### config.mk
export PLATFORM = sky130hd
export DESIGN_NAME = color_out
export DESIGN_NICKNAME = d
export VERILOG_FILES = /design/src/gpu_pkg.sv /design/src/color_out.sv
export SDC_FILE = /design/constraint.sdc
export NUM_CORES = 1
export LEC_CHECK = 0
export ABC_AREA = 1
export BUFFER_PORTS_ARGS = -buffer_cell sky130_fd_sc_hd__buf_2
export CAP_MARGIN = 10
export CORE_UTILIZATION = 38
export CTS_CLUSTER_SIZE = 25
export DETAILED_ROUTE_END_ITERATION = 10
export PLACE_DENSITY = 0.88
export SYNTH_ARGS = -nofsm -noshare
export SYNTH_HDL_FRONTEND = slang
export SYNTH_SLANG_ARGS = --single-unit
### constraint.sdc
create_clock -name clk -period 1 [get_ports clk]
set_input_delay 0.05 -clock clk [delete_from_list [all_inputs] [get_ports clk]]
set_output_delay 0.05 -clock clk [all_outputs]
set_load 0.01 [all_outputs]
### src/gpu_pkg.sv
package gpu_pkg;

  // Host palette port
  localparam int PAL_ADDR_WIDTH  = 10;  // Bit 0 picks the entry half
  localparam int PAL_INDEX_WIDTH = 9;   // 512 entries
  localparam int PAL_DATA_WIDTH  = 24;  // {red, green, blue}
  localparam int PAL_ENTRIES     = 1 << PAL_INDEX_WIDTH;
  localparam int MPU_DATA_WIDTH  = 16;

  // Video RAM, one word per 4x4 block
  localparam int VRAM_ADDR_WIDTH = 16;  // {y[9:2], x[9:2]}
  localparam int VRAM_DATA_WIDTH = 16;  // Index in the low bits

  // Display side
  localparam int RGB_COLOR_DEPTH = 18;  // Six bits per channel
  localparam int SCREEN_X_WIDTH  = 10;
  localparam int SCREEN_Y_WIDTH  = 10;

  // One host access, wr or rd for a single cycle
  typedef struct packed {
    logic                      wr;
    logic                      rd;
    logic [1:0]                be;     // Active high byte enables
    logic [PAL_ADDR_WIDTH-1:0] addr;
    logic [MPU_DATA_WIDTH-1:0] wdata;
  } pal_req_t;

  // Timing stage output
  typedef struct packed {
    logic [SCREEN_X_WIDTH-1:0] x;
    logic [SCREEN_Y_WIDTH-1:0] y;
    logic                      blank;
  } scan_t;

  // Fetch stage output, index already extracted
  typedef struct packed {
    logic [SCREEN_X_WIDTH-1:0]  x;
    logic [SCREEN_Y_WIDTH-1:0]  y;
    logic                       blank;
    logic [PAL_INDEX_WIDTH-1:0] index;
  } fetch_t;

  // Palette stage output, full color
  typedef struct packed {
    logic [SCREEN_X_WIDTH-1:0] x;
    logic [SCREEN_Y_WIDTH-1:0] y;
    logic                      blank;
    logic [PAL_DATA_WIDTH-1:0] color;
  } lookup_t;

endpackage

### src/color_out.sv
`timescale 1ns/1ps

module color_out (
  input  logic                               clk,
  input  logic                               rst_n,
  input  gpu_pkg::lookup_t                   lookup,
  output logic [gpu_pkg::RGB_COLOR_DEPTH-1:0] rgb,
  output logic                               de,
  output logic [gpu_pkg::SCREEN_X_WIDTH-1:0]  px_x,
  output logic [gpu_pkg::SCREEN_Y_WIDTH-1:0]  px_y
);
  import gpu_pkg::*;

  localparam int CH_BITS = RGB_COLOR_DEPTH / 3;  // Kept bits per channel

  logic [RGB_COLOR_DEPTH-1:0] rgb_trunc;

  // Top bits of each 8-bit channel
  assign rgb_trunc = {
    lookup.color[23 -: CH_BITS],  // Red
    lookup.color[15 -: CH_BITS],  // Green
    lookup.color[7 -: CH_BITS]    // Blue
  };

  always_ff @(posedge clk) begin
    px_x <= lookup.x;
    px_y <= lookup.y;
    if (!rst_n) begin
      rgb <= '0;
      de  <= 1'b0;
    end else begin
      rgb <= lookup.blank ? '0 : rgb_trunc;  // Black in blanking
      de  <= !lookup.blank;
    end
  end

endmodule

### Word level (Yosys, flattened, before mapping)

Index checks and enable logic that the tools add are counted.

| word-level totals | value |
|---|---|
| word-level logic and storage cells | 7 |
| output and inout port bits | 39 |
| register bits after elaboration | 39 |
| input port bits | 47 |

| cells by class | value |
|---|---|
| reductions and logical operators | 2 |
| bitwise operators | 1 |

Operators with widths:

| kind | count |
|---|---|
| $reduce_or A2 Y1 | 1 |
| $logic_not A1 Y1 | 1 |
| $not A1 Y1 | 1 |

### Logic depth before layout (Yosys ltp)

| logic depth | value |
|---|---|
| depth in word-level cells | 2 |
| gate-level depth with buffers | 4 |
| mapped depth without buffers | 3 |

### Least setup slack after synthesis

OpenSTA, ideal clock, no wires.

| timing | value |
|---|---|
| kind | input -> register |
| from | input lookup[24] in the netlist's numbering |
| to | register de |
| stages | 4 |
| path buffers | 1 |
| data arrival time | 0.388 ns |
| setup time | 0.114 ns |
| required time | 0.886 ns |
| setup slack | 0.498 ns |
| cells stage by stage | inv_1 -> nand2_4 -> buf_6 -> inv_1 |

| between the ends | value |
|---|---|
| word-level cells in the longest chain between the ends | 1 |

RTL lines:

| what | RTL line | text |
|---|---|---|
| start: declaration | color_out.sv:6 | `input gpu_pkg::lookup_t lookup,` |
| $logic_not A1 Y1 | color_out.sv:33 | `de <= !lookup.blank;` |
| end signal: assignment | color_out.sv:33 |  |
| end: declaration | color_out.sv:8 | `output logic de,` |

Every way passes these cells.
A chain may end at the register's enable or synchronous reset.

### Worst setup path after layout

| timing | value |
|---|---|
| from | register px_y[8] in the netlist's numbering |
| to | output px_y[8] in the netlist's numbering |

RTL lines:

| what | RTL line | text |
|---|---|---|
| start: declaration | color_out.sv:10 | `output logic [gpu_pkg::SCREEN_Y_WIDTH-1:0] px_y` |
| start signal: assignment | color_out.sv:27 | `px_y <= lookup.y;` |

No word-level cell between the ends.

==> metrics.md <==
| Metric | Value |
|---|---|
| Status | complete, no violations |
| Final Hold Fails | 0 |
| Slew headroom | 82.1% |
| Unique cell type count in the Yosys netlist | 7 |
| Post-Syn Instances | 79 |
| Ant diodes | 0 |
| Fmax | around 1200 MHz |
| Setup_tns | 0 ps |
| Post-CTS Resized | 0 |
| Final critical-path required period | 847 ps |
| RSZ-0062 raised after global routing | no |
| Switching Power | 611 uW |
| Vias | 932 |
| Die Span Y | 52.6 um |
| Switching part of the total power | a little over a fifth |
| Slowest CP cell | dfxtp_1 |
| Net Count, Synth | 126 |
| Sequential Power Share | 59.2% |
| Syn Std Cell Area | 973 sq um |
| Ports | 86 |
| Combinational Power Share | roughly an eighth |
| Nets | 249 |
| Drt via density | 4.05 |
| CP Launch Type | register |
| Fillers | 153 |
| CTS buffer count | 5 |
| Routed length per placed instance | 12.0 um |
| Max cap viols | 0 |
| Dpl ws | a little under 400 ps |
| Final wirelength | 2750 um |
| Most common cell after layout, fill and taps aside | buf_2 |
| Postcts setup bufs | 0 |
| Internal power | roughly 2200 uW |
| Most frequent cells in the layout | buf_2, dfxtp_1, dlygate4sd3_1, inv_1, nor2_1 |
| Rows | 17 |
| Initial cell density of the core | 42.0% |
| Average cell area after synthesis | 12.3 sq um |
| Worst EP required | approximately 950 ps |
| CP bufs+invs | 1 |
| Top delay family on crit path | flip-flops |
| Least-Margin Pin Slew | around 270 ps |
| Starting DRT DRC Count | 7 |
| # clock sinks | 39 |
| Layout cell share with drive strength beyond 1 | a little under half |
| # DRC | 0 |
| Register area share after synthesis | between 80% and 90% |
| Vias in the first global route | 1027 |
| Antenna viol nets, final | 0 |
| Critical path's largest stage delay | 350 ps |
| CTS H-tree depth | 2 |
| Routability Congestion | 0.624 |
| Power share of the clock group | 27.8% |
| Core ar. | 0.00232 sq mm |
| Critical setup path kind | reg2out |
| Arrival time worst endpoint | 800 ps |
| Root Driver | clkbuf_4 |
| Largest net degree at the start of global routing | 20 |
| Die area | 0.00277 sq mm |
| Layout area overhead | 87.9% |
| Crit end category | primary output |
| Grt ovf | 0 |
| 1st-pass router iterations | 2 |
| Pleak | roughly 0.0010 uW |
| Clk buf depth | 2 |
| Clock transition at path regs | 110 ps |
| HPWL after DPL | 1390 um |
| Ys Warns | 0 |
| CTS tree | built |
| Initial antenna violation count | 0 |
| Pwr per Cell Area | approximately 1500 mW/mm^2 |
| Max FO, Critical Path | 1 |
| Final WS setup | 153 ps |
| #FFs+latches synth | 39 |
| First-pass GRT wire length | 4130 um |
| Slew Viols, Final | 0 |
| Critical Path, Cell by Cell | buf_2 |
| Worst min path class | in2reg |
| DIE WIDTH | 52.6 um |
| Max rail drop VDD | 1.48 mV |
| Gr usage total | a little over a fifth |
| Final Cycle Share | 84.7% |
| Final setup violation count | 0 |
| Port Buffer Count | 79 |
[per-stage QoR]
| step | hold WS (ps) | instance area [sq um] | total power [uW] | utilization (%) | cells |
|---|---|---|---|---|---|
| 2_1_floorplan | 77.7 | 973 | 1770 | - | 79 |
| 3_3_place_gp | 152 | 1390 | 1900 | 60.1 | 185 |
| 4_1_cts | 88.9 | 1830 | 2790 | 78.9 | 230 |
| 5_1_grt | 139 | 1830 | 2890 | 78.9 | 230 |
| 3_5_place_dp | 154 | 1390 | 1920 | 60.1 | 185 |
| 6_report | 117 | 1830 | 2780 | 78.9 | 230 |
[routing by layer]
| metal | part of all wire [%] | vias up | routed length (um) | GRT usage [%] |
|---|---|---|---|---|
| li1 | - | 463 | - | - |
| met2 | 60 | 49 | 1660 | 46.4 |
| met3 | 5.9 | 8 | 163 | 3.77 |
| met1 | 31 | 412 | 857 | 16.3 |
| met4 | 2.6 | 0 | 72 | 16.2 |
| met5 | 0 | - | 0 | 0 |
[cell usage after synthesis]
cell     count  area share, %
dfxtp_1     39             80
inv_1       20            7.7
nor2_4       1            1.2
nor2_2       8            5.1
buf_6        1            1.2
nand2_4      1            1.2
nor2_1       9            3.5
[area by class of cell]
class,count,area [sq um],area share (%)
Clock buffer,6,51.3,2.80
Clock inverter,1,5.00,0.274
Inverter,20,75.1,4.10
Multi-Input combinational cell,19,106,5.81
Sequential cell,39,781,42.7
Tap cell,28,35.0,1.92
Timing Repair Buffer,117,776,42.4
[power by group through the flow]
stage | clock (uW) | sequential, uW | combinational [uW]
floorplan | 0 | 1720 | 49.8
global placement | 0 | 1670 | 230
detailed placement | 0 | 1680 | 238
CTS | 798 | 1640 | 353
global route | 846 | 1650 | 395
finish | 773 | 1640 | 361
[cells by family (layout without fill, tap and decap cells)]
logic type / after synthesis / in the layout / synth area share [%]
buffers and inverters: 21 / 144 / 8.87
flip-flops: 39 / 39 / 80.2
AND/OR/NAND/NOR: 19 / 19 / 10.9
[timing repair]
item	CTS	global route
hold buffers	38	0
setup endpoints to repair	0	0
endpoints found under the hold margin	38	0
[sequential cells by signal, summed over array words and instances (netlist names)]
signal  count
px_y       10
px_x       10
de          1
rgb        18
[worst paths after layout]
| path | start | endpoint | cells after the start |
|---|---|---|---|
| setup / recovery | px_y[8] | px_y[8] | 1 |
| hold / removal | rst_n | rgb[16] | 3 |
No activity file was read; power rests on OpenSTA's default activity.
