### config.mk
export PLATFORM = sky130hd
export DESIGN_NAME = scan_timing
export DESIGN_NICKNAME = d
export VERILOG_FILES = /design/src/gpu_pkg.sv /design/src/scan_timing.sv
export SDC_FILE = /design/constraint.sdc
export NUM_CORES = 1
export LEC_CHECK = 0
export BUFFER_PORTS_ARGS = -buffer_cell sky130_fd_sc_hd__buf_2
export CORE_MARGIN = 4
export CORE_UTILIZATION = 50
export DETAILED_ROUTE_END_ITERATION = 10
export PLACE_DENSITY_LB_ADDON = 0.25
export SETUP_SLACK_MARGIN = 0.2
export SYNTH_ARGS = -nofsm -noshare
export SYNTH_HDL_FRONTEND = slang
export SYNTH_SLANG_ARGS = --single-unit
### constraint.sdc
create_clock -name clk -period 2.3 [get_ports clk]
set_input_delay 0.115 -clock clk [delete_from_list [all_inputs] [get_ports clk]]
set_output_delay 0.115 -clock clk [all_outputs]
set_load 0.005 [all_outputs]
### src/gpu_pkg.sv
package gpu_pkg;

  // Host palette port
  localparam int PAL_ADDR_WIDTH  = 10;  // Bit 0 picks the entry half
  localparam int PAL_INDEX_WIDTH = 9;   // 512 entries
  localparam int PAL_DATA_WIDTH  = 24;  // {red, green, blue}
  localparam int PAL_ENTRIES     = 1 << PAL_INDEX_WIDTH;
  localparam int MPU_DATA_WIDTH  = 16;

  // Video RAM, one word per 4x4 block
  localparam int VRAM_ADDR_WIDTH = 16;  // {y[9:2], x[9:2]}
  localparam int VRAM_DATA_WIDTH = 16;  // Index in the low bits

  // Display side
  localparam int RGB_COLOR_DEPTH = 18;  // Six bits per channel
  localparam int SCREEN_X_WIDTH  = 10;
  localparam int SCREEN_Y_WIDTH  = 10;

  // One host access, wr or rd for a single cycle
  typedef struct packed {
    logic                      wr;
    logic                      rd;
    logic [1:0]                be;     // Active high byte enables
    logic [PAL_ADDR_WIDTH-1:0] addr;
    logic [MPU_DATA_WIDTH-1:0] wdata;
  } pal_req_t;

  // Timing stage output
  typedef struct packed {
    logic [SCREEN_X_WIDTH-1:0] x;
    logic [SCREEN_Y_WIDTH-1:0] y;
    logic                      blank;
  } scan_t;

  // Fetch stage output, index already extracted
  typedef struct packed {
    logic [SCREEN_X_WIDTH-1:0]  x;
    logic [SCREEN_Y_WIDTH-1:0]  y;
    logic                       blank;
    logic [PAL_INDEX_WIDTH-1:0] index;
  } fetch_t;

  // Palette stage output, full color
  typedef struct packed {
    logic [SCREEN_X_WIDTH-1:0] x;
    logic [SCREEN_Y_WIDTH-1:0] y;
    logic                      blank;
    logic [PAL_DATA_WIDTH-1:0] color;
  } lookup_t;

endpackage

### src/scan_timing.sv
`timescale 1ns/1ps

module scan_timing #(
  parameter int H_ACTIVE = 640,
  parameter int H_TOTAL  = 800,
  parameter int V_ACTIVE = 480,
  parameter int V_TOTAL  = 525
) (
  input  logic           clk,
  input  logic           rst_n,
  output gpu_pkg::scan_t scan
);
  import gpu_pkg::*;

  localparam logic [SCREEN_X_WIDTH-1:0] X_LAST = SCREEN_X_WIDTH'(H_TOTAL - 1);
  localparam logic [SCREEN_Y_WIDTH-1:0] Y_LAST = SCREEN_Y_WIDTH'(V_TOTAL - 1);
  localparam logic [SCREEN_X_WIDTH-1:0] X_VIS  = SCREEN_X_WIDTH'(H_ACTIVE);
  localparam logic [SCREEN_Y_WIDTH-1:0] Y_VIS  = SCREEN_Y_WIDTH'(V_ACTIVE);

  logic [SCREEN_X_WIDTH-1:0] next_x;
  logic [SCREEN_Y_WIDTH-1:0] next_y;
  logic                      next_blank;

  // Next position in raster order
  always_comb begin
    next_x = scan.x + 1'b1;
    next_y = scan.y;
    if (scan.x == X_LAST) begin
      next_x = '0;  // End of line
      if (scan.y == Y_LAST) begin
        next_y = '0;  // End of frame
      end else begin
        next_y = scan.y + 1'b1;
      end
    end
  end

  // Blank decode on the next position so it lines up with the counters
  assign next_blank = (next_x >= X_VIS) || (next_y >= Y_VIS);

  always_ff @(posedge clk) begin
    if (!rst_n) begin
      scan <= '0;  // Start at the top left, visible
    end else begin
      scan.x     <= next_x;
      scan.y     <= next_y;
      scan.blank <= next_blank;
    end
  end

  // Counters never run past the totals
  a_x_range: assert property (
    @(posedge clk) disable iff (!rst_n)
    scan.x < SCREEN_X_WIDTH'(H_TOTAL)
  );

  a_y_range: assert property (
    @(posedge clk) disable iff (!rst_n)
    scan.y < SCREEN_Y_WIDTH'(V_TOTAL)
  );

endmodule

# [Yosys cells after proc, flatten, opt, wreduce, memory -nomap -nowiden]
# Index checks and enable logic that the tools add are counted.
[word_totals] wordCells=13 in_bits=2 ff_bits=21 output_inout_bits=21
[classes] n_reduce_logical=1 add_sub_neg=2 n_eq_ne=2 order_cmp=2 muxes=3
[op_table] cell="two-way mux 10 bit" n=3
[op_table] cell="adder 10 x 1 -> 10 bit, second input constant" n=2
[op_table] cell="equality test 10 bit, second input constant" n=2
[op_table] cell="greater-or-equal comparator 10 bit, second input constant" n=1
[op_table] cell="greater-or-equal comparator 10 x 9 -> 1 bit, second input constant" n=1
[op_table] cell="logical OR 1 bit" n=1

# [Logic depth before layout (Yosys ltp)]
# Gate-level depths: netlist (run 1).
[logic_depth] depth_word=5 depth_mapped=8 ltp_nobuf=7

# [Worst setup path after synthesis (run 1)]
# OpenSTA, ideal clock, no wires.
[synth_path] path_kind="reg-to-reg" start="register scan[11] in the netlist's numbering" end="register scan[0] in the netlist's numbering" arrival_time_ns=1.734 required_ns=2.240 path_stages_with_launch=8 synth_period_minus_slack_ns=1.794 n_path_buf=1 setup_time_ns=0.060 slack_ns=0.506 cell_sequence="dfxtp_1 > ha_1 > and4_1 > buf_2 > nand4_1 > or3_1 > a21oi_2 > a311o_1"
[synth_via] elab_chain_cells=4 elab_cells_between_ends=7 classes_between="add/sub: 1; order compare: 2; eq/ne: 1; mux: 2; reduce/logical: 1"
[synth_rtl] element="start: declaration" line="scan_timing.sv:11" source="output gpu_pkg::scan_t scan"
[synth_rtl] element="adder 10 x 1 -> 10 bit / equality test 10 bit (equally long branches)" line="scan_timing.sv:26, scan_timing.sv:28"
[synth_rtl] element="two-way mux 10 bit" line="scan_timing.sv:28" source="if (scan.x == X_LAST) begin"
[synth_rtl] element="greater-or-equal comparator 10 bit / greater-or-equal comparator 10 x 9 -> 1 bit (equally long branches)" line="scan_timing.sv:39" source="assign next_blank = (next_x >= X_VIS) || (next_y >= Y_VIS);"
[synth_rtl] element="logical OR 1 bit *" line="scan_timing.sv:39"
# Every way passes the cells marked *; elsewhere a longest branch is shown, timed or not.
# A chain may end at the register's enable or synchronous reset.

# [Worst setup path in the final report (run 1)]
[layout_path] start="register scan[1] in the netlist's numbering" end="register scan[0] in the netlist's numbering"
[layout_via] elab_chain_cells=5 elab_cells_between_ends=6 classes_between="add/sub: 1; order compare: 1; eq/ne: 1; mux: 2; reduce/logical: 1"
[layout_rtl] element="adder 10 x 1 -> 10 bit / equality test 10 bit (equally long branches)" line="scan_timing.sv:33, scan_timing.sv:30"
[layout_rtl] element="two-way mux 10 bit" line="scan_timing.sv:30" source="if (scan.y == Y_LAST) begin"
[layout_rtl] element="two-way mux 10 bit *" line="scan_timing.sv:28"
[layout_rtl] element="greater-or-equal comparator 10 x 9 -> 1 bit *" line="scan_timing.sv:39"
[layout_rtl] element="logical OR 1 bit *" line="scan_timing.sv:39"
# Marks and branches as above.

==> results.cfg, run 1 <==
[run_status]
status = finished clean

[min_path]
min-delay-start = rst_n
min_path_type = input pin to register
whs_path_depth = 2
hold_end = scan[12]

[clock_tree]
clk_latency_ns = 0.29
cts_setup_buffers = 0
clockBufferDepth = 2
root_buffer = clkbuf_4
path_clk_slew_ns = 0.11
postCtsHoldBufs = 0
cts-buffers-inserted = 3
clock-sinks = 21
h-tree-depth = 1
cts_tree = done

[floorplanning]
die-area_sq_mm = 0.002844
boundaryPins = 23
die_x_microns = 53.33
die_y_microns = 53.33
core_area_sq_mm = 0.001962
start_util_pct = 52.36
rows = 16

[worst_setup_path]
cp-end-kind = register
r2r-end = scan[0]
reg2regPathDepth = 7
startpoint_type = register
worstPathRequired_ns = 2.49
reg2reg_slack_ns = 0.38
crit_fanout = 9
worst_ep_arrival_time_ns = 2.11
r2r_start = scan[1]
critPathKind = register to register

[sta]
skew_ns = 0.002046
worstMarginPinSlew_ns = 0.3927
whs_ns = 0.09498
fin_crit_sh_pct = 83.50
final.setup.tns_ns = 0
relSlewSlack_pct = 73.62
fmax_ghz = 0.5207
finalHoldViolations = 0
setup_viol = 0
slew_viol_final = 0
fin_crit_ns = 1.921
rsz0062_at_grt = no

[power]
p_per_area_mw_per_mm2 = 475.2
ir_worst_vdd_uv = 355.3
p_leak_nw = 0.5065

[detailed_routing]
drc = 0
route.vias.total = 869
drt-initial-drc-count = 17
vias_per_cell = 5.299
ant_nets = 0
drt_wl_total_microns = 2074
wl_per_cell_microns = 12.65
first_pass_iters = 4

[layout]
stdcell_area_sq_mm = 0.001189
largest_register_ff_count = 21
regMostFlops = scan
area_growth_pct = 15.71
reg_top3 = scan x21
nNetsFinal = 144
drive_gt1_share_pct = 25.55
antenna_cells = 0

[synth]
yosys.area.top_type = dfxtp_1
synth_top_area_share_pct = 40.93
yosysUniqueCellTypes = 31
ys_seq_area_share_pct = 40.93
synth_cells = 114
ys_ff_latch = 21
synth_warnings = 0
syn-num-nets = 120
synth_area_sq_mm = 0.001027
avgSynthCellArea_sq_um = 9.011
synth_area_leaders = dfxtp_1, xor2_1, nor2_1

[place]
place_area_sq_mm = 0.001159
gp_congestion = 0.7896
hpwl_microns = 1601
portBuffers = 22

[grt]
grt.overflow.total = 0
grt_pass1_wl_microns = 3581
grt_use_total_pct = 16.70
grt_max_degree = 12
antenna_found_initial = 0
grt_pass1_vias = 824

[job]
max_cap_violations = 0
[power by group]
| group | leakage (nW) | switching (mW) | internal [mW] | total, mW |
|---|---|---|---|---|
| combinational | 0.322 | 0.0131 | 0.00945 | 0.0226 |
| sequential | 0.170 | 0.00626 | 0.368 | 0.375 |
| clock | 0.0150 | 0.100 | 0.0673 | 0.168 |
[synthesized netlist by cell type, drive strengths merged]
cell type and number:
nor2b 1, nand3 8, or3 4, or4 2, inv 4, nor2 17
a21oi 6, xor2 9, nand4 7, nand2 5, a31o 1, o311a 1
and2 3, nor3 1, a311o 1, nor4b 1, and4 2, clkbuf 2
dfxtp 21, xnor2 4, ha 4, o31ai 1, buf 1, o21ai 4
a31oi 1, and3 2, and2b 1
[per-stage QoR]
step / power (mW) / util, % / instances / worst slack [ns]
finish: 0.5648 / 60.59 / 164 / 0.3794
global route: 0.5974 / 60.59 / 164 / 0.2494
global placement: 0.4040 / 59.06 / 160 / 0.4064
CTS: 0.5743 / 60.40 / 164 / 0.2864
detailed placement: 0.4053 / 59.06 / 160 / 0.2978
floorplan: 0.3948 / - / 114 / 0.5057
[critical path, stage by stage, from the launching register on]
cell     delay, ns
dfxtp_1       0.34
inv_1         0.09
ha_1          0.16
nand4_1       0.09
or4_4         0.51
o21ai_4       0.28
a21oi_2       0.07
a311o_1       0.27
[timing repair]
item,4_1_cts,5_1_grt
hold endpoints to repair,0,0
setup endpoints to repair,0,1
resized for setup,0,3
[cell type report]
cell class	count	area (sq um)
Clock buffer	4	26.28
Fill cell	201	773.2
Inverter	4	15.01
Multi-Input combinational cell	86	581.8
Sequential cell	21	421.7
Tap cell	27	33.78
Timing Repair Buffer	22	110.1
[worst max path at each step]
stage / startpoint / to / slack [ns] / cells after the start
after CTS: scan[11] / scan[0] / 0.29 / 6
after global routing: scan[12] / scan[0] / 0.25 / 6
after global placement: scan[11] / scan[0] / 0.41 / 6
after floorplan: scan[11] / scan[0] / 0.51 / 7
after detailed placement: scan[11] / scan[0] / 0.30 / 6
final: scan[1] / scan[0] / 0.38 / 7
[placed cells by master, fill, tap and decap left out, types with 4 or more instances in the layout]
master	instances
nand4_1	7
xor2_1	9
inv_1	4
nor2_1	17
nand3_1	8
dfxtp_1	20
xnor2_1	4
or3_1	4
nand2_1	5
a21oi_1	4
buf_2	22
ha_1	4
[kinds of logic after synthesis]
group                    share of synthesized area, %
flip-flops                                      40.93
AO/OA/AOI/OAI                                   10.84
adder cells (fa/ha/maj)                         4.872
XOR/XNOR                                        11.08
AND/OR/NAND/NOR                                 29.60
buffers and inverters                           2.679
[per-layer routing]
| metal | wire length (microns) | track usage, % |
|---|---|---|
| met5 | 0 | 0 |
| met4 | 10 | 5.106 |
| met3 | 84 | 2.535 |
| met2 | 1055 | 28.57 |
| met1 | 923 | 21.15 |
No activity file was read; power rests on OpenSTA's default activity.
==> run 2, diff against run 1 <==
Settings changed: CORE_UTILIZATION 50 to 47.
Clock period 2.3 ns to 1.7 ns, I/O delays scaled along.
==> results.cfg, run 2 (synthesized netlist as in run 1, its figures left out) <==
[layout]
multi_input_area_sq_um = 603.1
antenna_cells = 0
seq_area_sq_um = 431.7
regMostFlops = scan
layout_commonest_cell = buf_4
drive_gt1_share_pct = 45.73
nNetsFinal = 171
largest_register_ff_count = 21
final_cell_mix = buf_4, buf_2, nor2_1, dfxtp_1, xor2_1
reg_top3 = scan x21
fill_cells = 160
area_growth_pct = 39.22
stdcell_area_sq_mm = 0.001430

[sta]
finalHoldViolations = 0
whs_ns = 0.06298
skew_ns = 0.003061
fin_crit_sh_pct = 104.6
setup_viol = 6
fmax_ghz = 0.5625
relSlewSlack_pct = 75.47
fin_crit_ns = 1.778
slew_viol_final = 0
rsz0062_at_grt = yes
fin_ws_ns = -0.07763
worstMarginPinSlew_ns = 0.3651

[grt]
grt_max_degree = 12
grt_pass1_vias = 981
antenna_found_initial = 0
grt.overflow.total = 0
grt_pass1_wl_microns = 4119
grt_use_total_pct = 19.57

[detailed_routing]
drt-initial-drc-count = 6
vias_per_cell = 5.272
first_pass_iters = 4
drc = 0
ant_nets = 0
wl_per_cell_microns = 13.35
drt_wl_total_microns = 2550
route.vias.total = 1007

[worst_setup_path]
cp-end-kind = register
crit_fanout = 4
worstPathRequired_ns = 1.91
worst_ep_arrival_time_ns = 1.99
critPathKind = register to register
startpoint_type = register
reg2reg_slack_ns = -0.08

[clock_tree]
postCtsHoldBufs = 0
clock-sinks = 21
cts-buffers-inserted = 3
clockBufferDepth = 2
clk_latency_ns = 0.31
root_buffer = clkbuf_4
cts_tree = done
path_clk_slew_ns = 0.12
h-tree-depth = 1

[floorplanning]
die-area_sq_mm = 0.002998
die_x_microns = 54.75
start_util_pct = 50.80
rows = 16
boundaryPins = 23
die_y_microns = 54.75
core_area_sq_mm = 0.002022

[min_path]
min_path_type = input pin to register

[power]
p_per_area_mw_per_mm2 = 564.1
ir_worst_vdd_uv = 473.8
p_leak_nw = 0.6508

[place]
hpwl_microns = 1915
portBuffers = 22
gp_congestion = 0.8810
place_area_sq_mm = 0.001359

[job]
max_cap_violations = 0

[run_status]
violations = setup timing
status = finished, violations left
-- run 2: changes by cell type in the layout (fill, tap and decap cells not counted), moves of 2 or more --
| cell | delta |
|---|---|
| buf_4 | +25 |
| nor2_2 | +3 |
| inv_1 | -2 |
| buf_6 | +2 |
| dfxtp_2 | +5 |
| inv_2 | +2 |
| nor2_1 | -3 |
| dfxtp_1 | -6 |
-- run 2: area by class of cell --
class	count	share of cell area, %
Timing Repair Buffer	49	22.40
Inverter	4	1.050
Tap cell	27	2.362
Sequential cell	21	30.18
Clock buffer	4	1.837
Multi-Input combinational cell	86	42.17
-- run 2: per-stage QoR --
| step | worst slack, ns | setup TNS (ns) | util, % | instances | total power, mW |
|---|---|---|---|---|---|
| 5_1_grt | -0.1226 | -0.5081 | 70.73 | 191 | 0.8375 |
| 2_1_floorplan | -0.06198 | -0.06198 | - | 114 | 0.5369 |
| 3_3_place_gp | -0.02055 | -0.02055 | 67.20 | 184 | 0.5626 |
| 6_report | -0.07763 | -0.1791 | 70.73 | 191 | 0.8068 |
| 4_1_cts | -0.06245 | -0.1891 | 70.05 | 191 | 0.8106 |
| 3_5_place_dp | -0.05629 | -0.05629 | 67.20 | 184 | 0.5637 |
-- run 2: power breakdown --
part | switching (mW) | internal, mW
sequential | 0.00554 | 0.498
clock | 0.158 | 0.0917
combinational | 0.0268 | 0.0268
total | 0.190 | 0.617
-- run 2: per-layer routing --
layer | routed length [microns] | track usage (%)
met1 | 1119 | 24.79
met5 | 0 | 0
met2 | 1223 | 30.31
met3 | 127 | 2.725
met4 | 80 | 13.28
-- run 2: worst paths after layout --
path,cells past startpoint,endpoint,start
max,5,scan[0],scan[8]
min,2,scan[12],rst_n
max reg2reg,5,scan[0],scan[8]
min reg2reg,2,scan[11],scan[11]
-- run 2: what timing repair did --
item,CTS,global route
setup buffers,3,0
pin swaps,5,5
endpoints found under the setup margin,11,11
gates resized for setup,4,7
hold endpoints to repair,0,0
-- run 2: critical path, stage by stage (launching register included) --
cell and delay, ns:
dfxtp_2 0.35, or3_1 0.36, or4_4 0.45, o21ai_4 0.20, a21oi_2 0.06, a311o_1 0.27
