File: src/gpu_pkg.sv
package gpu_pkg;

  // Host palette port
  localparam int PAL_ADDR_WIDTH  = 10;  // Bit 0 picks the entry half
  localparam int PAL_INDEX_WIDTH = 9;   // 512 entries
  localparam int PAL_DATA_WIDTH  = 24;  // {red, green, blue}
  localparam int PAL_ENTRIES     = 1 << PAL_INDEX_WIDTH;
  localparam int MPU_DATA_WIDTH  = 16;

  // Video RAM, one word per 4x4 block
  localparam int VRAM_ADDR_WIDTH = 16;  // {y[9:2], x[9:2]}
  localparam int VRAM_DATA_WIDTH = 16;  // Index in the low bits

  // Display side
  localparam int RGB_COLOR_DEPTH = 18;  // Six bits per channel
  localparam int SCREEN_X_WIDTH  = 10;
  localparam int SCREEN_Y_WIDTH  = 10;

  // One host access, wr or rd for a single cycle
  typedef struct packed {
    logic                      wr;
    logic                      rd;
    logic [1:0]                be;     // Active high byte enables
    logic [PAL_ADDR_WIDTH-1:0] addr;
    logic [MPU_DATA_WIDTH-1:0] wdata;
  } pal_req_t;

  // Timing stage output
  typedef struct packed {
    logic [SCREEN_X_WIDTH-1:0] x;
    logic [SCREEN_Y_WIDTH-1:0] y;
    logic                      blank;
  } scan_t;

  // Fetch stage output, index already extracted
  typedef struct packed {
    logic [SCREEN_X_WIDTH-1:0]  x;
    logic [SCREEN_Y_WIDTH-1:0]  y;
    logic                       blank;
    logic [PAL_INDEX_WIDTH-1:0] index;
  } fetch_t;

  // Palette stage output, full color
  typedef struct packed {
    logic [SCREEN_X_WIDTH-1:0] x;
    logic [SCREEN_Y_WIDTH-1:0] y;
    logic                      blank;
    logic [PAL_DATA_WIDTH-1:0] color;
  } lookup_t;

endpackage

File: src/vram_fetch.sv
`timescale 1ns/1ps

module vram_fetch (
  input  logic                                clk,
  input  logic                                rst_n,
  input  gpu_pkg::scan_t                      scan,
  output logic [gpu_pkg::VRAM_ADDR_WIDTH-1:0] vram_addr,
  output logic                                vram_en,
  input  logic [gpu_pkg::VRAM_DATA_WIDTH-1:0] vram_data,
  output gpu_pkg::fetch_t                     fetch
);
  import gpu_pkg::*;

  scan_t                     req_q;     // Pixel whose read is in flight
  logic [VRAM_ADDR_WIDTH-1:0] blk_addr;

  // One VRAM word covers a 4x4 pixel block
  assign blk_addr = {scan.y[SCREEN_Y_WIDTH-1:2], scan.x[SCREEN_X_WIDTH-1:2]};

  // Stage 1, issue the read
  always_ff @(posedge clk) begin
    vram_addr <= blk_addr;
    req_q.x   <= scan.x;
    req_q.y   <= scan.y;
    if (!rst_n) begin
      vram_en     <= 1'b0;
      req_q.blank <= 1'b0;
    end else begin
      vram_en     <= !scan.blank;  // No reads in blanking
      req_q.blank <= scan.blank;
    end
  end

  // Stage 2, word returns from the synchronous VRAM
  always_ff @(posedge clk) begin
    fetch.x <= req_q.x;
    fetch.y <= req_q.y;
    // Upper data bits are spare, blank pixels get index zero
    fetch.index <= req_q.blank ? '0 : vram_data[PAL_INDEX_WIDTH-1:0];
    if (!rst_n) begin
      fetch.blank <= 1'b0;
    end else begin
      fetch.blank <= req_q.blank;
    end
  end

  // Read only issued for a pixel that was visible a cycle earlier
  a_en_active: assert property (
    @(posedge clk) disable iff (!rst_n)
    vram_en |-> !$past(scan.blank)
  );

endmodule
File: config.mk
export PLATFORM = sky130hd
export DESIGN_NAME = vram_fetch
export DESIGN_NICKNAME = d
export VERILOG_FILES = /design/src/gpu_pkg.sv /design/src/vram_fetch.sv
export SDC_FILE = /design/constraint.sdc
export NUM_CORES = 1
export LEC_CHECK = 0
export BUFFER_PORTS_ARGS = -buffer_cell sky130_fd_sc_hd__buf_2
export CAP_MARGIN = 20
export CORE_ASPECT_RATIO = 0.8
export CORE_UTILIZATION = 42
export CTS_CLUSTER_SIZE = 30
export DETAILED_ROUTE_END_ITERATION = 6
export PLACE_DENSITY_LB_ADDON = 0.08
export SYNTH_ARGS = -nofsm -noshare
export SYNTH_HDL_FRONTEND = slang
export SYNTH_SLANG_ARGS = --single-unit
File: constraint.sdc
create_clock -name clk -period 2.2 [get_ports clk]
set_input_delay 0.11 -clock clk [delete_from_list [all_inputs] [get_ports clk]]
set_output_delay 0.11 -clock clk [all_outputs]
set_load 0.05 [all_outputs]
Word level (Yosys, flattened, before mapping):

Index checks and enable logic that the tools add are counted.

* reduce and logical (&&, ||, !) cells: 1

Operators by type and width (count)
* $logic_not A1 Y1: 1

* register bits: 68
* output and inout port bits: 47
* bits of input ports: 39
* word-level logic and storage cells: 10

Logic depth before layout (Yosys ltp):

Gate-level depths: netlist of the first run.

* depth after elaboration: 1
* gate-level depth with buffers: 1
* depth with buffers taken out: 1

Least setup slack after synthesis of the first run:

No wires, ideal clock.

* kind: register to register
* from: register req_q[0] (netlist bit)
* to: register fetch[0] (netlist bit)
* buffers on the path: 0
* slack: 1489 ps
* library setup time: 116 ps
* arrival time: 596 ps
* clock period less this slack: 711 ps
* required time: 2084 ps
* cell stages (with the launch flop): 2
* path through: dfxtp_1 > and2b_2

RTL lines
* from (decl): line vram_fetch.sv:14 `scan_t req_q;`
* to (decl): line vram_fetch.sv:10 `output gpu_pkg::fetch_t fetch`

No word-level cell between the ends.

==> impl_metrics.sql, run 1 <==
INSERT INTO impl_metrics (metric_group, metric, value, unit) VALUES
('outcome', 'outcome', 'completed', ''),
('cells_and_area', 'antenna_diode_count', '0', ''),
('setup_path', 'worst_setup_path_endpoint', 'vram_addr[11]', ''),
('cells_and_area', 'post_route_cells_drive_above_1_share', '0.553', ''),
('setup_path', 'critical_path_class', 'flip-flop to output port', ''),
('place', 'preCtsSetupSlack', '1.38', 'ns'),
('place', 'dp_hpwl', '1.29', 'mm'),
('place', 'finalWeightedCongestion', '0.673', ''),
('timing', 'fin_setup_tns', '0', 'ns'),
('setup_path', 'timing.critical_path.from_type', 'flip-flop', ''),
('setup_path', 'crit_path_start', 'req_q[6]', ''),
('global_route', 'first_global_vias', '737', ''),
('cells_and_area', 'fin_nets', '209', ''),
('synthesis', 'synthMostInstantiatedCell', 'sky130_fd_sc_hd__dfxtp_1', ''),
('die', 'floorplan.initialDensity', '0.449', ''),
('synthesis', 'yosys_most_used_dff', 'sky130_fd_sc_hd__dfxtp_1', ''),
('clock_tree', 'post-cts-setup-buffer-count', '0', ''),
('place', 'dp_area', '1580', 'um^2'),
('drt', 'postRouteWirelength', '2.03', 'mm'),
('drt', 'drt-pass1-iter-count', '4', ''),
('clock_tree', 'cts_inserted_buffers', '5', ''),
('setup_path', 'reg2reg_to', 'fetch[3]', ''),
('timing', 'worst_slack', '1.19', 'ns'),
('setup_path', 'worst_ep_required_time', '2.09', 'ns'),
('timing', 'worst-slew-pin-transition', '0.254', 'ns'),
('timing', 'timing.final.setup_violations', '0', ''),
('setup_path', 'timing.critical_path.depth', '1', ''),
('cells_and_area', 'finish.instance_area', '1870', 'um^2'),
('synthesis', 'synthesis.area', '1260', 'um^2'),
('synthesis', 'syn-num-nets', '119', ''),
('timing', 'finalClockSkew', '0.00254', 'ns'),
('clock_tree', 'clock_sinks', '52', ''),
('timing', 'drv_slew', '0', ''),
('setup_path', 'worst_ep_arrival_time', '0.90', 'ns'),
('setup_path', 'critical_path.max_fanout', '2', ''),
('global_route', 'grt_start_max_net_pins', '15', ''),
('cells_and_area', 'layout-area-overhead-vs-synth', '48.1', '%'),
('clock_tree', 'cts_max_level', '2', ''),
('pwr', 'cellPowerDensity', '947', 'nW/um^2'),
('timing', 'maxClockFrequency', '995', 'MHz'),
('synthesis', 'synth_common_cells', 'sky130_fd_sc_hd__dfxtp_1 (52), sky130_fd_sc_hd__buf_4 (16), sky130_fd_sc_hd__and2b_2 (9)', ''),
('clock_tree', 'number_of_buffers_on_the_longest_clock_path', '2', ''),
('global_route', 'first_pass_grt_wire_length', '2.97', 'mm'),
('clock_tree', 'clk_latency_worst_skew_pair', '0.29', 'ns'),
('synthesis', 'synth_edf_count', '0', ''),
('setup_path', 'critPathCaptureType', 'output port', ''),
('clock_tree', 'tritoncts', 'done', ''),
('setup_path', 'cp_slowest_cell', 'sky130_fd_sc_hd__dfxtp_1', ''),
('synthesis', 'yosys.cell_types.count', '6', ''),
('synthesis', 'synth_top_area_share', '0.826', ''),
('min_path', 'holdCritPathClass', 'primary input to flip-flop', ''),
('die', 'fp.dieArea', '3220', 'um^2'),
('setup_path', 'rr_worst_depth', '1', ''),
('synthesis', 'syn_inst_count', '80', ''),
('die', 'placement_rows', '17', ''),
('global_route', 'grt_antenna_before_repair', '0', ''),
('setup_path', 'crit_chain', 'buf_2', ''),
('synthesis', 'ys_seq_area_frac', '0.826', ''),
('clock_tree', 'clk_transition_reported_paths', '0.08', 'ns'),
('synthesis', 'syn_avg_cell_area', '15.7', 'um^2'),
('synthesis', 'synth.area.top_cells', 'sky130_fd_sc_hd__dfxtp_1 (83%), sky130_fd_sc_hd__buf_4 (9.5%), sky130_fd_sc_hd__and2b_2 (6.3%)', ''),
('timing', 'max-slew-margin-rel', '0.830', ''),
('drt', 'detail-route-antenna-nets', '0', ''),
('setup_path', 'critical_path.reg2reg.startpoint', 'req_q[0]', ''),
('timing', 'timing.final.hold_violations', '0', ''),
('drt', 'vias', '809', ''),
('setup_path', 'r2r_slack', '1.38', 'ns'),
('timing', 'post-route-period-util', '0.457', ''),
('drt', 'drt_initial_violations', '23', ''),
('die', 'ioPinCount', '86', ''),
('place', 'place.port_buffers', '78', '');
==> timing repair <==
action	CTS	global route
endpoints found under the hold margin	21	0
hold buffers	21	0
setup endpoints to repair	0	0
==> registers in the layout, summed over array words and instances, names as in the netlist <==
signal	flops
vram_en	1
fetch	30
vram_addr	1
req_q	20
==> logic make-up after synthesis <==
group,after synthesis,share of synthesized area
DFF,52,0.826
buffers and inverters,16,0.0953
and+or+nand+nor,12,0.0785
==> metrics by stage <==
step | util | power (W) | cells
final | 0.664 | 0.00177 | 208
after global routing | 0.664 | 0.00185 | 208
after CTS | 0.664 | 0.00179 | 208
after detailed placement | 0.562 | 0.00129 | 180
after global placement | 0.562 | 0.00128 | 180
after floorplan | - | 0.00123 | 80
==> layer usage <==
layer | share of wire | track usage
met4 | 0.015 | 0.0909
met3 | 0.086 | 0.0625
met2 | 0.54 | 0.249
met5 | 0 | 0
met1 | 0.36 | 0.113
==> cell type report <==
type                    count  area (um^2)
multi-input cells          12         98.8
clock inverters             1         5.00
fillers                   228          942
flip-flops and latches     52         1040
repair buffers             99          601
clock buffers               6         72.6
well taps                  38         47.5
==> how the worst min path moves through the flow <==
stage	from	to	slack, ns	cells past startpoint
after floorplan	scan[10]	req_q[10]	0.14	0
after global placement	scan[17]	req_q[17]	0.21	1
after detailed placement	scan[5]	req_q[5]	0.21	1
after CTS	vram_data[0]	fetch[0]	0.03	2
after global routing	vram_data[7]	fetch[7]	0.02	2
final	vram_data[0]	fetch[0]	0.04	2
==> placed cells by master, fill, tap and decap left out <==
cell type and n:
sky130_fd_sc_hd__buf_2 78, sky130_fd_sc_hd__and2_1 1, sky130_fd_sc_hd__clkbuf_1 1, sky130_fd_sc_hd__nor2b_1 1, sky130_fd_sc_hd__dfxtp_1 52, sky130_fd_sc_hd__and2_2 1, sky130_fd_sc_hd__clkbuf_8 5, sky130_fd_sc_hd__dlygate4sd3_1 21
sky130_fd_sc_hd__clkinv_2 1, sky130_fd_sc_hd__and2b_2 9
==> power breakdown <==
group | internal [W] | switching (W) | total (W)
logic | 0.0000844 | 0.000198 | 0.000282
registers | 0.000993 | 0.0000152 | 0.00101
clock network | 0.000216 | 0.000259 | 0.000475
total | 0.00129 | 0.000472 | 0.00177
(Power assumes the default switching activity.)
==> inputs of run 2 (changes only) <==
- CORE_UTILIZATION: 42 -> 39
- clock period: 2.2 -> 1 ns (I/O delays scaled with it)
==> run 2 against run 1 <==
Compared with the run above: worst setup slack got worse by 1.1 ns; critical endpoint is now vram_addr[15]; core utilization fell by 2.1 points; critical path depth did not move; non-clock buffer count rose by 10.
==> impl_metrics.sql, run 2 (synthesis gave the netlist of run 1 again) <==
INSERT INTO impl_metrics (metric_group, metric, value, unit) VALUES
('setup_path', 'rr_worst_depth', '1', ''),
('drt', 'drt-pass1-iter-count', '4', ''),
('place', 'preCtsSetupSlack', '0.205', 'ns'),
('cells_and_area', 'top_register', 'fetch', ''),
('global_route', 'first_pass_grt_wire_length', '3.22', 'mm'),
('drt', 'detail-route-antenna-nets', '0', ''),
('setup_path', 'worst_ep_arrival_time', '0.89', 'ns'),
('timing', 'drv_slew', '0', ''),
('clock_tree', 'tritoncts', 'done', ''),
('timing', 'worst_slack', '0.0564', 'ns'),
('pwr', 'cellPowerDensity', '2040', 'nW/um^2'),
('cells_and_area', 'reg.largest.list', 'fetch: 30 flops, req_q: 20 flops', ''),
('global_route', 'grt_antenna_before_repair', '0', ''),
('cells_and_area', 'layout-area-overhead-vs-synth', '57.5', '%'),
('setup_path', 'cp_slowest_cell', 'sky130_fd_sc_hd__dfxtp_1', ''),
('clock_tree', 'cts_max_level', '2', ''),
('die', 'die_h', '52.8', 'um'),
('global_route', 'first_global_vias', '802', ''),
('pwr', 'leakage', '0.973', 'nW'),
('timing', 'finalClockSkew', '0.00164', 'ns'),
('setup_path', 'critical_path_class', 'flip-flop to output port', ''),
('drt', 'drc_errors', '0', ''),
('cells_and_area', 'post_route_cells_drive_above_1_share', '0.525', ''),
('cells_and_area', 'antenna_diode_count', '0', ''),
('min_path', 'worst_hold_depth', '0', ''),
('setup_path', 'r2r_slack', '0.19', 'ns'),
('cells_and_area', 'final_util', '0.643', ''),
('place', 'finalWeightedCongestion', '0.631', ''),
('drt', 'wl_per_cell', '9.90', 'um'),
('die', 'fp.dieArea', '3460', 'um^2'),
('timing', 'timing.final.hold_violations', '0', ''),
('setup_path', 'critical_path.max_fanout', '2', ''),
('flow_run', 'timing.max_cap.violations', '0', ''),
('timing', 'fin_worst_hold_slack', '0.332', 'ns'),
('global_route', 'gr-usage-all-layers', '0.136', ''),
('timing', 'post-route-period-util', '0.944', ''),
('global_route', 'grt_start_max_net_pins', '16', ''),
('setup_path', 'cp_top_family', 'flip-flops', ''),
('clock_tree', 'cts_inserted_buffers', '5', ''),
('setup_path', 'timing.critical_path.slowest_cell_delay', '0.34', 'ns'),
('place', 'dp_hpwl', '1.37', 'mm'),
('timing', 'maxClockFrequency', '1060', 'MHz'),
('drt', 'vias', '845', ''),
('cells_and_area', 'fin_nets', '219', ''),
('clock_tree', 'post-cts-setup-buffer-count', '0', ''),
('cells_and_area', 'fillerInstances', '254', ''),
('die', 'placement_rows', '18', ''),
('place', 'place.port_buffers', '78', ''),
('setup_path', 'critical_path.reg2reg.startpoint', 'req_q[0]', ''),
('die', 'fp.coreArea', '3090', 'um^2'),
('min_path', 'hold_end', 'fetch[20]', ''),
('die', 'chipWidth', '65.5', 'um'),
('clock_tree', 'clock_sinks', '52', ''),
('setup_path', 'timing.critical_path.from_type', 'flip-flop', ''),
('cells_and_area', 'final_cell_mix', 'sky130_fd_sc_hd__buf_2 (78), sky130_fd_sc_hd__dfxtp_1 (52), sky130_fd_sc_hd__dlygate4sd3_1 (31), sky130_fd_sc_hd__and2b_2 (9), sky130_fd_sc_hd__clkbuf_8 (6)', ''),
('drt', 'postRouteWirelength', '2.19', 'mm'),
('die', 'floorplan.initialDensity', '0.408', ''),
('setup_path', 'critPathCaptureType', 'output port', ''),
('setup_path', 'worst_ep_required_time', '0.95', 'ns'),
('clock_tree', 'clk_latency_worst_skew_pair', '0.29', 'ns'),
('die', 'ioPinCount', '86', ''),
('drt', 'avgViaCountPerCell', '3.82', ''),
('min_path', 'holdCritPathClass', 'flip-flop to flip-flop', ''),
('outcome', 'outcome', 'completed', ''),
('timing', 'fin_setup_tns', '0', 'ns'),
('clock_tree', 'clk_transition_reported_paths', '0.08', 'ns'),
('pwr', 'vdd_drop_max', '1.44', 'mV'),
('timing', 'rsz0062_at_grt', 'false', ''),
('clock_tree', 'cts_root_buffer', 'sky130_fd_sc_hd__clkbuf_8', ''),
('setup_path', 'reg2reg_to', 'fetch[4]', ''),
('timing', 'worst-slew-pin-transition', '0.261', 'ns'),
('setup_path', 'crit_buf_inv', '1', ''),
('global_route', 'grt-ovfl-total', '0', ''),
('timing', 'max-slew-margin-rel', '0.827', ''),
('timing', 'timing.final.setup_violations', '0', ''),
('timing', 'final_period_minus_worst_setup_slack', '0.944', 'ns'),
('cells_and_area', 'final_common_cell', 'sky130_fd_sc_hd__buf_2', ''),
('setup_path', 'crit_chain', 'buf_2', ''),
('min_path', 'worst_hold_startpoint', 'req_q[11]', ''),
('drt', 'drt_initial_violations', '24', ''),
('cells_and_area', 'flip_flop_count_of_the_largest_register_after_layout', '30', ''),
('clock_tree', 'number_of_buffers_on_the_longest_clock_path', '2', '');
## run 2: cell count changes in the layout (fill, tap and decap cells not counted), sizes merged
cell         delta
clkinvlp        +1
clkinv          -1
dlygate4sd3    +10
clkbuf          +1
## run 2: final cells by class
| cell class | count | area (um^2) | area share |
|---|---|---|---|
| Clock buffer | 7 | 86.3 | 0.0435 |
| Clock inverter | 1 | 7.51 | 0.00378 |
| Multi-Input combinational cell | 12 | 98.8 | 0.0498 |
| Sequential cell | 52 | 1040 | 0.525 |
| Tap cell | 40 | 50.0 | 0.0252 |
| Timing Repair Buffer | 109 | 701 | 0.353 |
## run 2: timing repair
action / in CTS / in global routing
endpoints found under the hold margin: 32 / 0
gates resized for setup: 0 / 0
hold buffers: 31 / 0
## run 2: worst max path at each step
stage | from | end | slack [ns] | cells after the start
CTS | req_q[4] | vram_addr[9] | 0.04 | 1
floorplan | req_q[0] | fetch[0] | 0.29 | 1
detailed placement | req_q[0] | fetch[4] | 0.20 | 1
global route | req_q[6] | vram_addr[11] | 0.006 | 1
finish | req_q[10] | vram_addr[15] | 0.06 | 1
global placement | req_q[0] | fetch[5] | 0.21 | 1
## run 2: power by group
| group | internal, W | switching [W] | total (W) |
|---|---|---|---|
| Sequential | 0.00218 | 0.0000331 | 0.00222 |
| Clock | 0.000562 | 0.000606 | 0.00117 |
| Combinational | 0.000211 | 0.000441 | 0.000653 |
## run 2: per-stage QoR
stage | area [um^2] | cells | total power, W
final | 1980 | 221 | 0.00404
after global placement | 1580 | 182 | 0.00282
after floorplan | 1260 | 80 | 0.00272
after global routing | 1980 | 221 | 0.00424
after detailed placement | 1580 | 182 | 0.00283
after CTS | 1980 | 221 | 0.00410
## run 2: per-layer routing
layer,GRT usage,vias up,part of all wire
met5,0,-,0
met4,0.0978,0,0.011
met3,0.0630,4,0.091
met2,0.251,44,0.54
met1,0.116,371,0.36
li1,-,426,-
==> inputs of run 3 (changes only) <==
- BUFFER_PORTS_ARGS: -buffer_cell sky130_fd_sc_hd__buf_2 -> -buffer_cell sky130_fd_sc_hd__buf_4
==> run 3 against run 2 <==
Compared with the run above: die area unchanged; worst setup slack improved by 0.053 ns; clock power up 15%; flip-flop and latch count unchanged; clock skew is essentially flat; non-clock buffer count stayed put; largest power group unchanged; highest routed layer unchanged; largest cell class unchanged; combinational power is 15% higher; power is 7.0% higher; worst hold slack barely moved.
==> impl_metrics.sql, run 3 (synthesis gave the netlist of run 1 again) <==
INSERT INTO impl_metrics (metric_group, metric, value, unit) VALUES
('pwr', 'p_switching', '0.00109', 'W'),
('drt', 'wl_per_cell', '10.3', 'um'),
('global_route', 'grt_start_max_net_pins', '16', ''),
('timing', 'max-slew-margin-rel', '0.826', ''),
('timing', 'worst_slack', '0.110', 'ns'),
('pwr', 'power_frac_seq', '0.515', ''),
('setup_path', 'critPathCaptureType', 'output port', ''),
('timing', 'final_period_minus_worst_setup_slack', '0.890', 'ns'),
('die', 'fp.dieArea', '3460', 'um^2'),
('min_path', 'worst_hold_startpoint', 'req_q[2]', ''),
('die', 'fp.coreArea', '3090', 'um^2'),
('die', 'die_h', '52.8', 'um'),
('drt', 'drt-pass1-iter-count', '4', ''),
('timing', 'post-route-period-util', '0.890', ''),
('die', 'floorplan.initialDensity', '0.408', ''),
('timing', 'fin_setup_tns', '0', 'ns'),
('setup_path', 'timing.critical_path.depth', '1', ''),
('outcome', 'outcome', 'completed', ''),
('global_route', 'use_met2', '0.263', ''),
('pwr', 'vdd_drop_max', '1.33', 'mV'),
('setup_path', 'rr_worst_depth', '1', ''),
('pwr', 'power.share.switching', '0.252', ''),
('pwr', 'cellPowerDensity', '1970', 'nW/um^2'),
('cells_and_area', 'antenna_diode_count', '0', ''),
('setup_path', 'r2r_slack', '0.17', 'ns'),
('setup_path', 'critical_path_class', 'flip-flop to output port', ''),
('drt', 'postRouteWirelength', '2.28', 'mm'),
('timing', 'rsz0062_at_grt', 'false', ''),
('drt', 'detail-route-antenna-nets', '0', ''),
('clock_tree', 'clock_sinks', '52', ''),
('setup_path', 'timing.critical_path.from_type', 'flip-flop', ''),
('cells_and_area', 'register_area', '1040', 'um^2'),
('die', 'chipWidth', '65.5', 'um'),
('global_route', 'busiest_layer_in_global_routing', 'met2', ''),
('global_route', 'met1_usage', '0.117', ''),
('setup_path', 'crit_path_start', 'req_q[13]', ''),
('clock_tree', 'clk_transition_reported_paths', '0.08', 'ns'),
('setup_path', 'timing.critical_path.slowest_cell_delay', '0.35', 'ns'),
('global_route', 'grt-ovfl-total', '0', ''),
('setup_path', 'worst_ep_arrival_time', '0.84', 'ns'),
('clock_tree', 'cts_root_buffer', 'sky130_fd_sc_hd__clkbuf_8', ''),
('cells_and_area', 'top_register', 'fetch', ''),
('timing', 'timing.final.hold_violations', '0', ''),
('place', 'dp_area', '1780', 'um^2'),
('timing', 'finalClockSkew', '0.00153', 'ns'),
('cells_and_area', 'layout-area-overhead-vs-synth', '74.1', '%'),
('cells_and_area', 'final_util', '0.711', ''),
('global_route', 'first_global_vias', '820', ''),
('cells_and_area', 'final_cell_mix', 'sky130_fd_sc_hd__buf_4 (78), sky130_fd_sc_hd__dfxtp_1 (52), sky130_fd_sc_hd__dlygate4sd3_1 (31), sky130_fd_sc_hd__and2b_2 (9), sky130_fd_sc_hd__clkbuf_8 (5)', ''),
('setup_path', 'cp_top_family', 'flip-flops', ''),
('clock_tree', 'cts_inserted_buffers', '5', ''),
('cells_and_area', 'reg.largest.list', 'fetch: 30 flops, req_q: 20 flops', ''),
('place', 'finalWeightedCongestion', '0.625', ''),
('timing', 'maxClockFrequency', '1120', 'MHz'),
('setup_path', 'critical_path.reg2reg.startpoint', 'req_q[0]', ''),
('clock_tree', 'clk_latency_worst_skew_pair', '0.29', 'ns'),
('cells_and_area', 'fillerInstances', '205', ''),
('clock_tree', 'cts_resized', '0', ''),
('setup_path', 'crit_chain', 'buf_4', ''),
('cells_and_area', 'final_common_cell', 'sky130_fd_sc_hd__buf_4', ''),
('setup_path', 'critical_path.max_fanout', '2', ''),
('clock_tree', 'cts_max_level', '2', ''),
('place', 'preCtsSetupSlack', '0.183', 'ns'),
('pwr', 'finalPower', '0.00432', 'W'),
('min_path', 'worst_hold_depth', '0', ''),
('cells_and_area', 'flip_flop_count_of_the_largest_register_after_layout', '30', ''),
('flow_run', 'timing.max_cap.violations', '0', ''),
('cells_and_area', 'finish.instance_area', '2190', 'um^2'),
('setup_path', 'crit_buf_inv', '1', ''),
('drt', 'drt_initial_violations', '15', ''),
('clock_tree', 'number_of_buffers_on_the_longest_clock_path', '2', ''),
('cells_and_area', 'fin_nets', '219', ''),
('timing', 'drv_slew', '0', ''),
('cells_and_area', 'post_route_cells_drive_above_1_share', '0.525', ''),
('min_path', 'holdCritPathClass', 'flip-flop to flip-flop', ''),
('timing', 'worst-slew-pin-transition', '0.261', 'ns'),
('setup_path', 'cp_slowest_cell', 'sky130_fd_sc_hd__dfxtp_1', ''),
('global_route', 'gr-usage-all-layers', '0.141', ''),
('pwr', 'leakage', '1.05', 'nW'),
('place', 'place.port_buffers', '78', ''),
('drt', 'avgViaCountPerCell', '3.86', ''),
('global_route', 'grt_antenna_before_repair', '0', ''),
('pwr', 'p_comb_frac', '0.174', ''),
('timing', 'timing.final.setup_violations', '0', ''),
('die', 'ioPinCount', '86', ''),
('die', 'placement_rows', '18', ''),
('pwr', 'internal_power', '0.00323', 'W'),
('clock_tree', 'tritoncts', 'done', ''),
('pwr', 'clockPowerShare', '0.311', ''),
('global_route', 'first_pass_grt_wire_length', '3.33', 'mm'),
('cells_and_area', 'multiInputGateArea', '98.8', 'um^2'),
('drt', 'vias', '852', ''),
('global_route', 'groute.layer.met3.usage', '0.0739', ''),
('setup_path', 'worst_ep_required_time', '0.95', 'ns'),
('drt', 'drc_errors', '0', '');
[run 3: changes by cell type in the layout (fill, tap and decap cells not counted)]
| cell | delta |
|---|---|
| sky130_fd_sc_hd__buf_2 | -78 |
| sky130_fd_sc_hd__bufinv_16 | +1 |
| sky130_fd_sc_hd__buf_4 | +78 |
| sky130_fd_sc_hd__clkbuf_8 | -1 |
| sky130_fd_sc_hd__clkinvlp_4 | -1 |
| sky130_fd_sc_hd__clkinv_2 | +1 |
[run 3: repair_timing]
item / CTS / global route
endpoints found under the hold margin: 32 / 0
buffers inserted: 0 / 0
hold buffers: 31 / 0
setup endpoints to repair: 0 / 0
[run 3: cell type report]
class | instances | area share
timing repair buffer | 109 | 0.408
clock buffer | 6 | 0.0331
multi-input combinational | 12 | 0.0451
tap | 40 | 0.0228
sequential | 52 | 0.475
clock inverter | 2 | 0.0160
[run 3: per-stage QoR]
stage | cells | hold WS, ns
2_1_floorplan | 80 | 0.0777
3_3_place_gp | 182 | 0.154
3_5_place_dp | 182 | 0.155
4_1_cts | 221 | 0.333
5_1_grt | 221 | 0.339
6_report | 221 | 0.332
[run 3: worst paths after layout]
| kind | end |
|---|---|
| hold / removal | fetch[11] |
| setup / recovery | vram_addr[0] |
| setup reg to reg | fetch[1] |
| hold reg to reg | fetch[11] |
[run 3: power groups by stage]
stage                     registers (W)  clock network, W  logic [W]
after floorplan                 0.00252                 0   0.000198
after global placement          0.00227                 0   0.000652
after detailed placement        0.00228                 0   0.000656
after CTS                       0.00223           0.00141   0.000753
after global routing            0.00224           0.00146   0.000784
final                           0.00223           0.00134   0.000751
[run 3: layer usage]
| metal | vias up | wire (um) |
|---|---|---|
| met1 | 380 | 794 |
| met4 | 0 | 23 |
| met5 | - | 0 |
| li1 | 426 | - |
| met3 | 3 | 230 |
| met2 | 43 | 1230 |
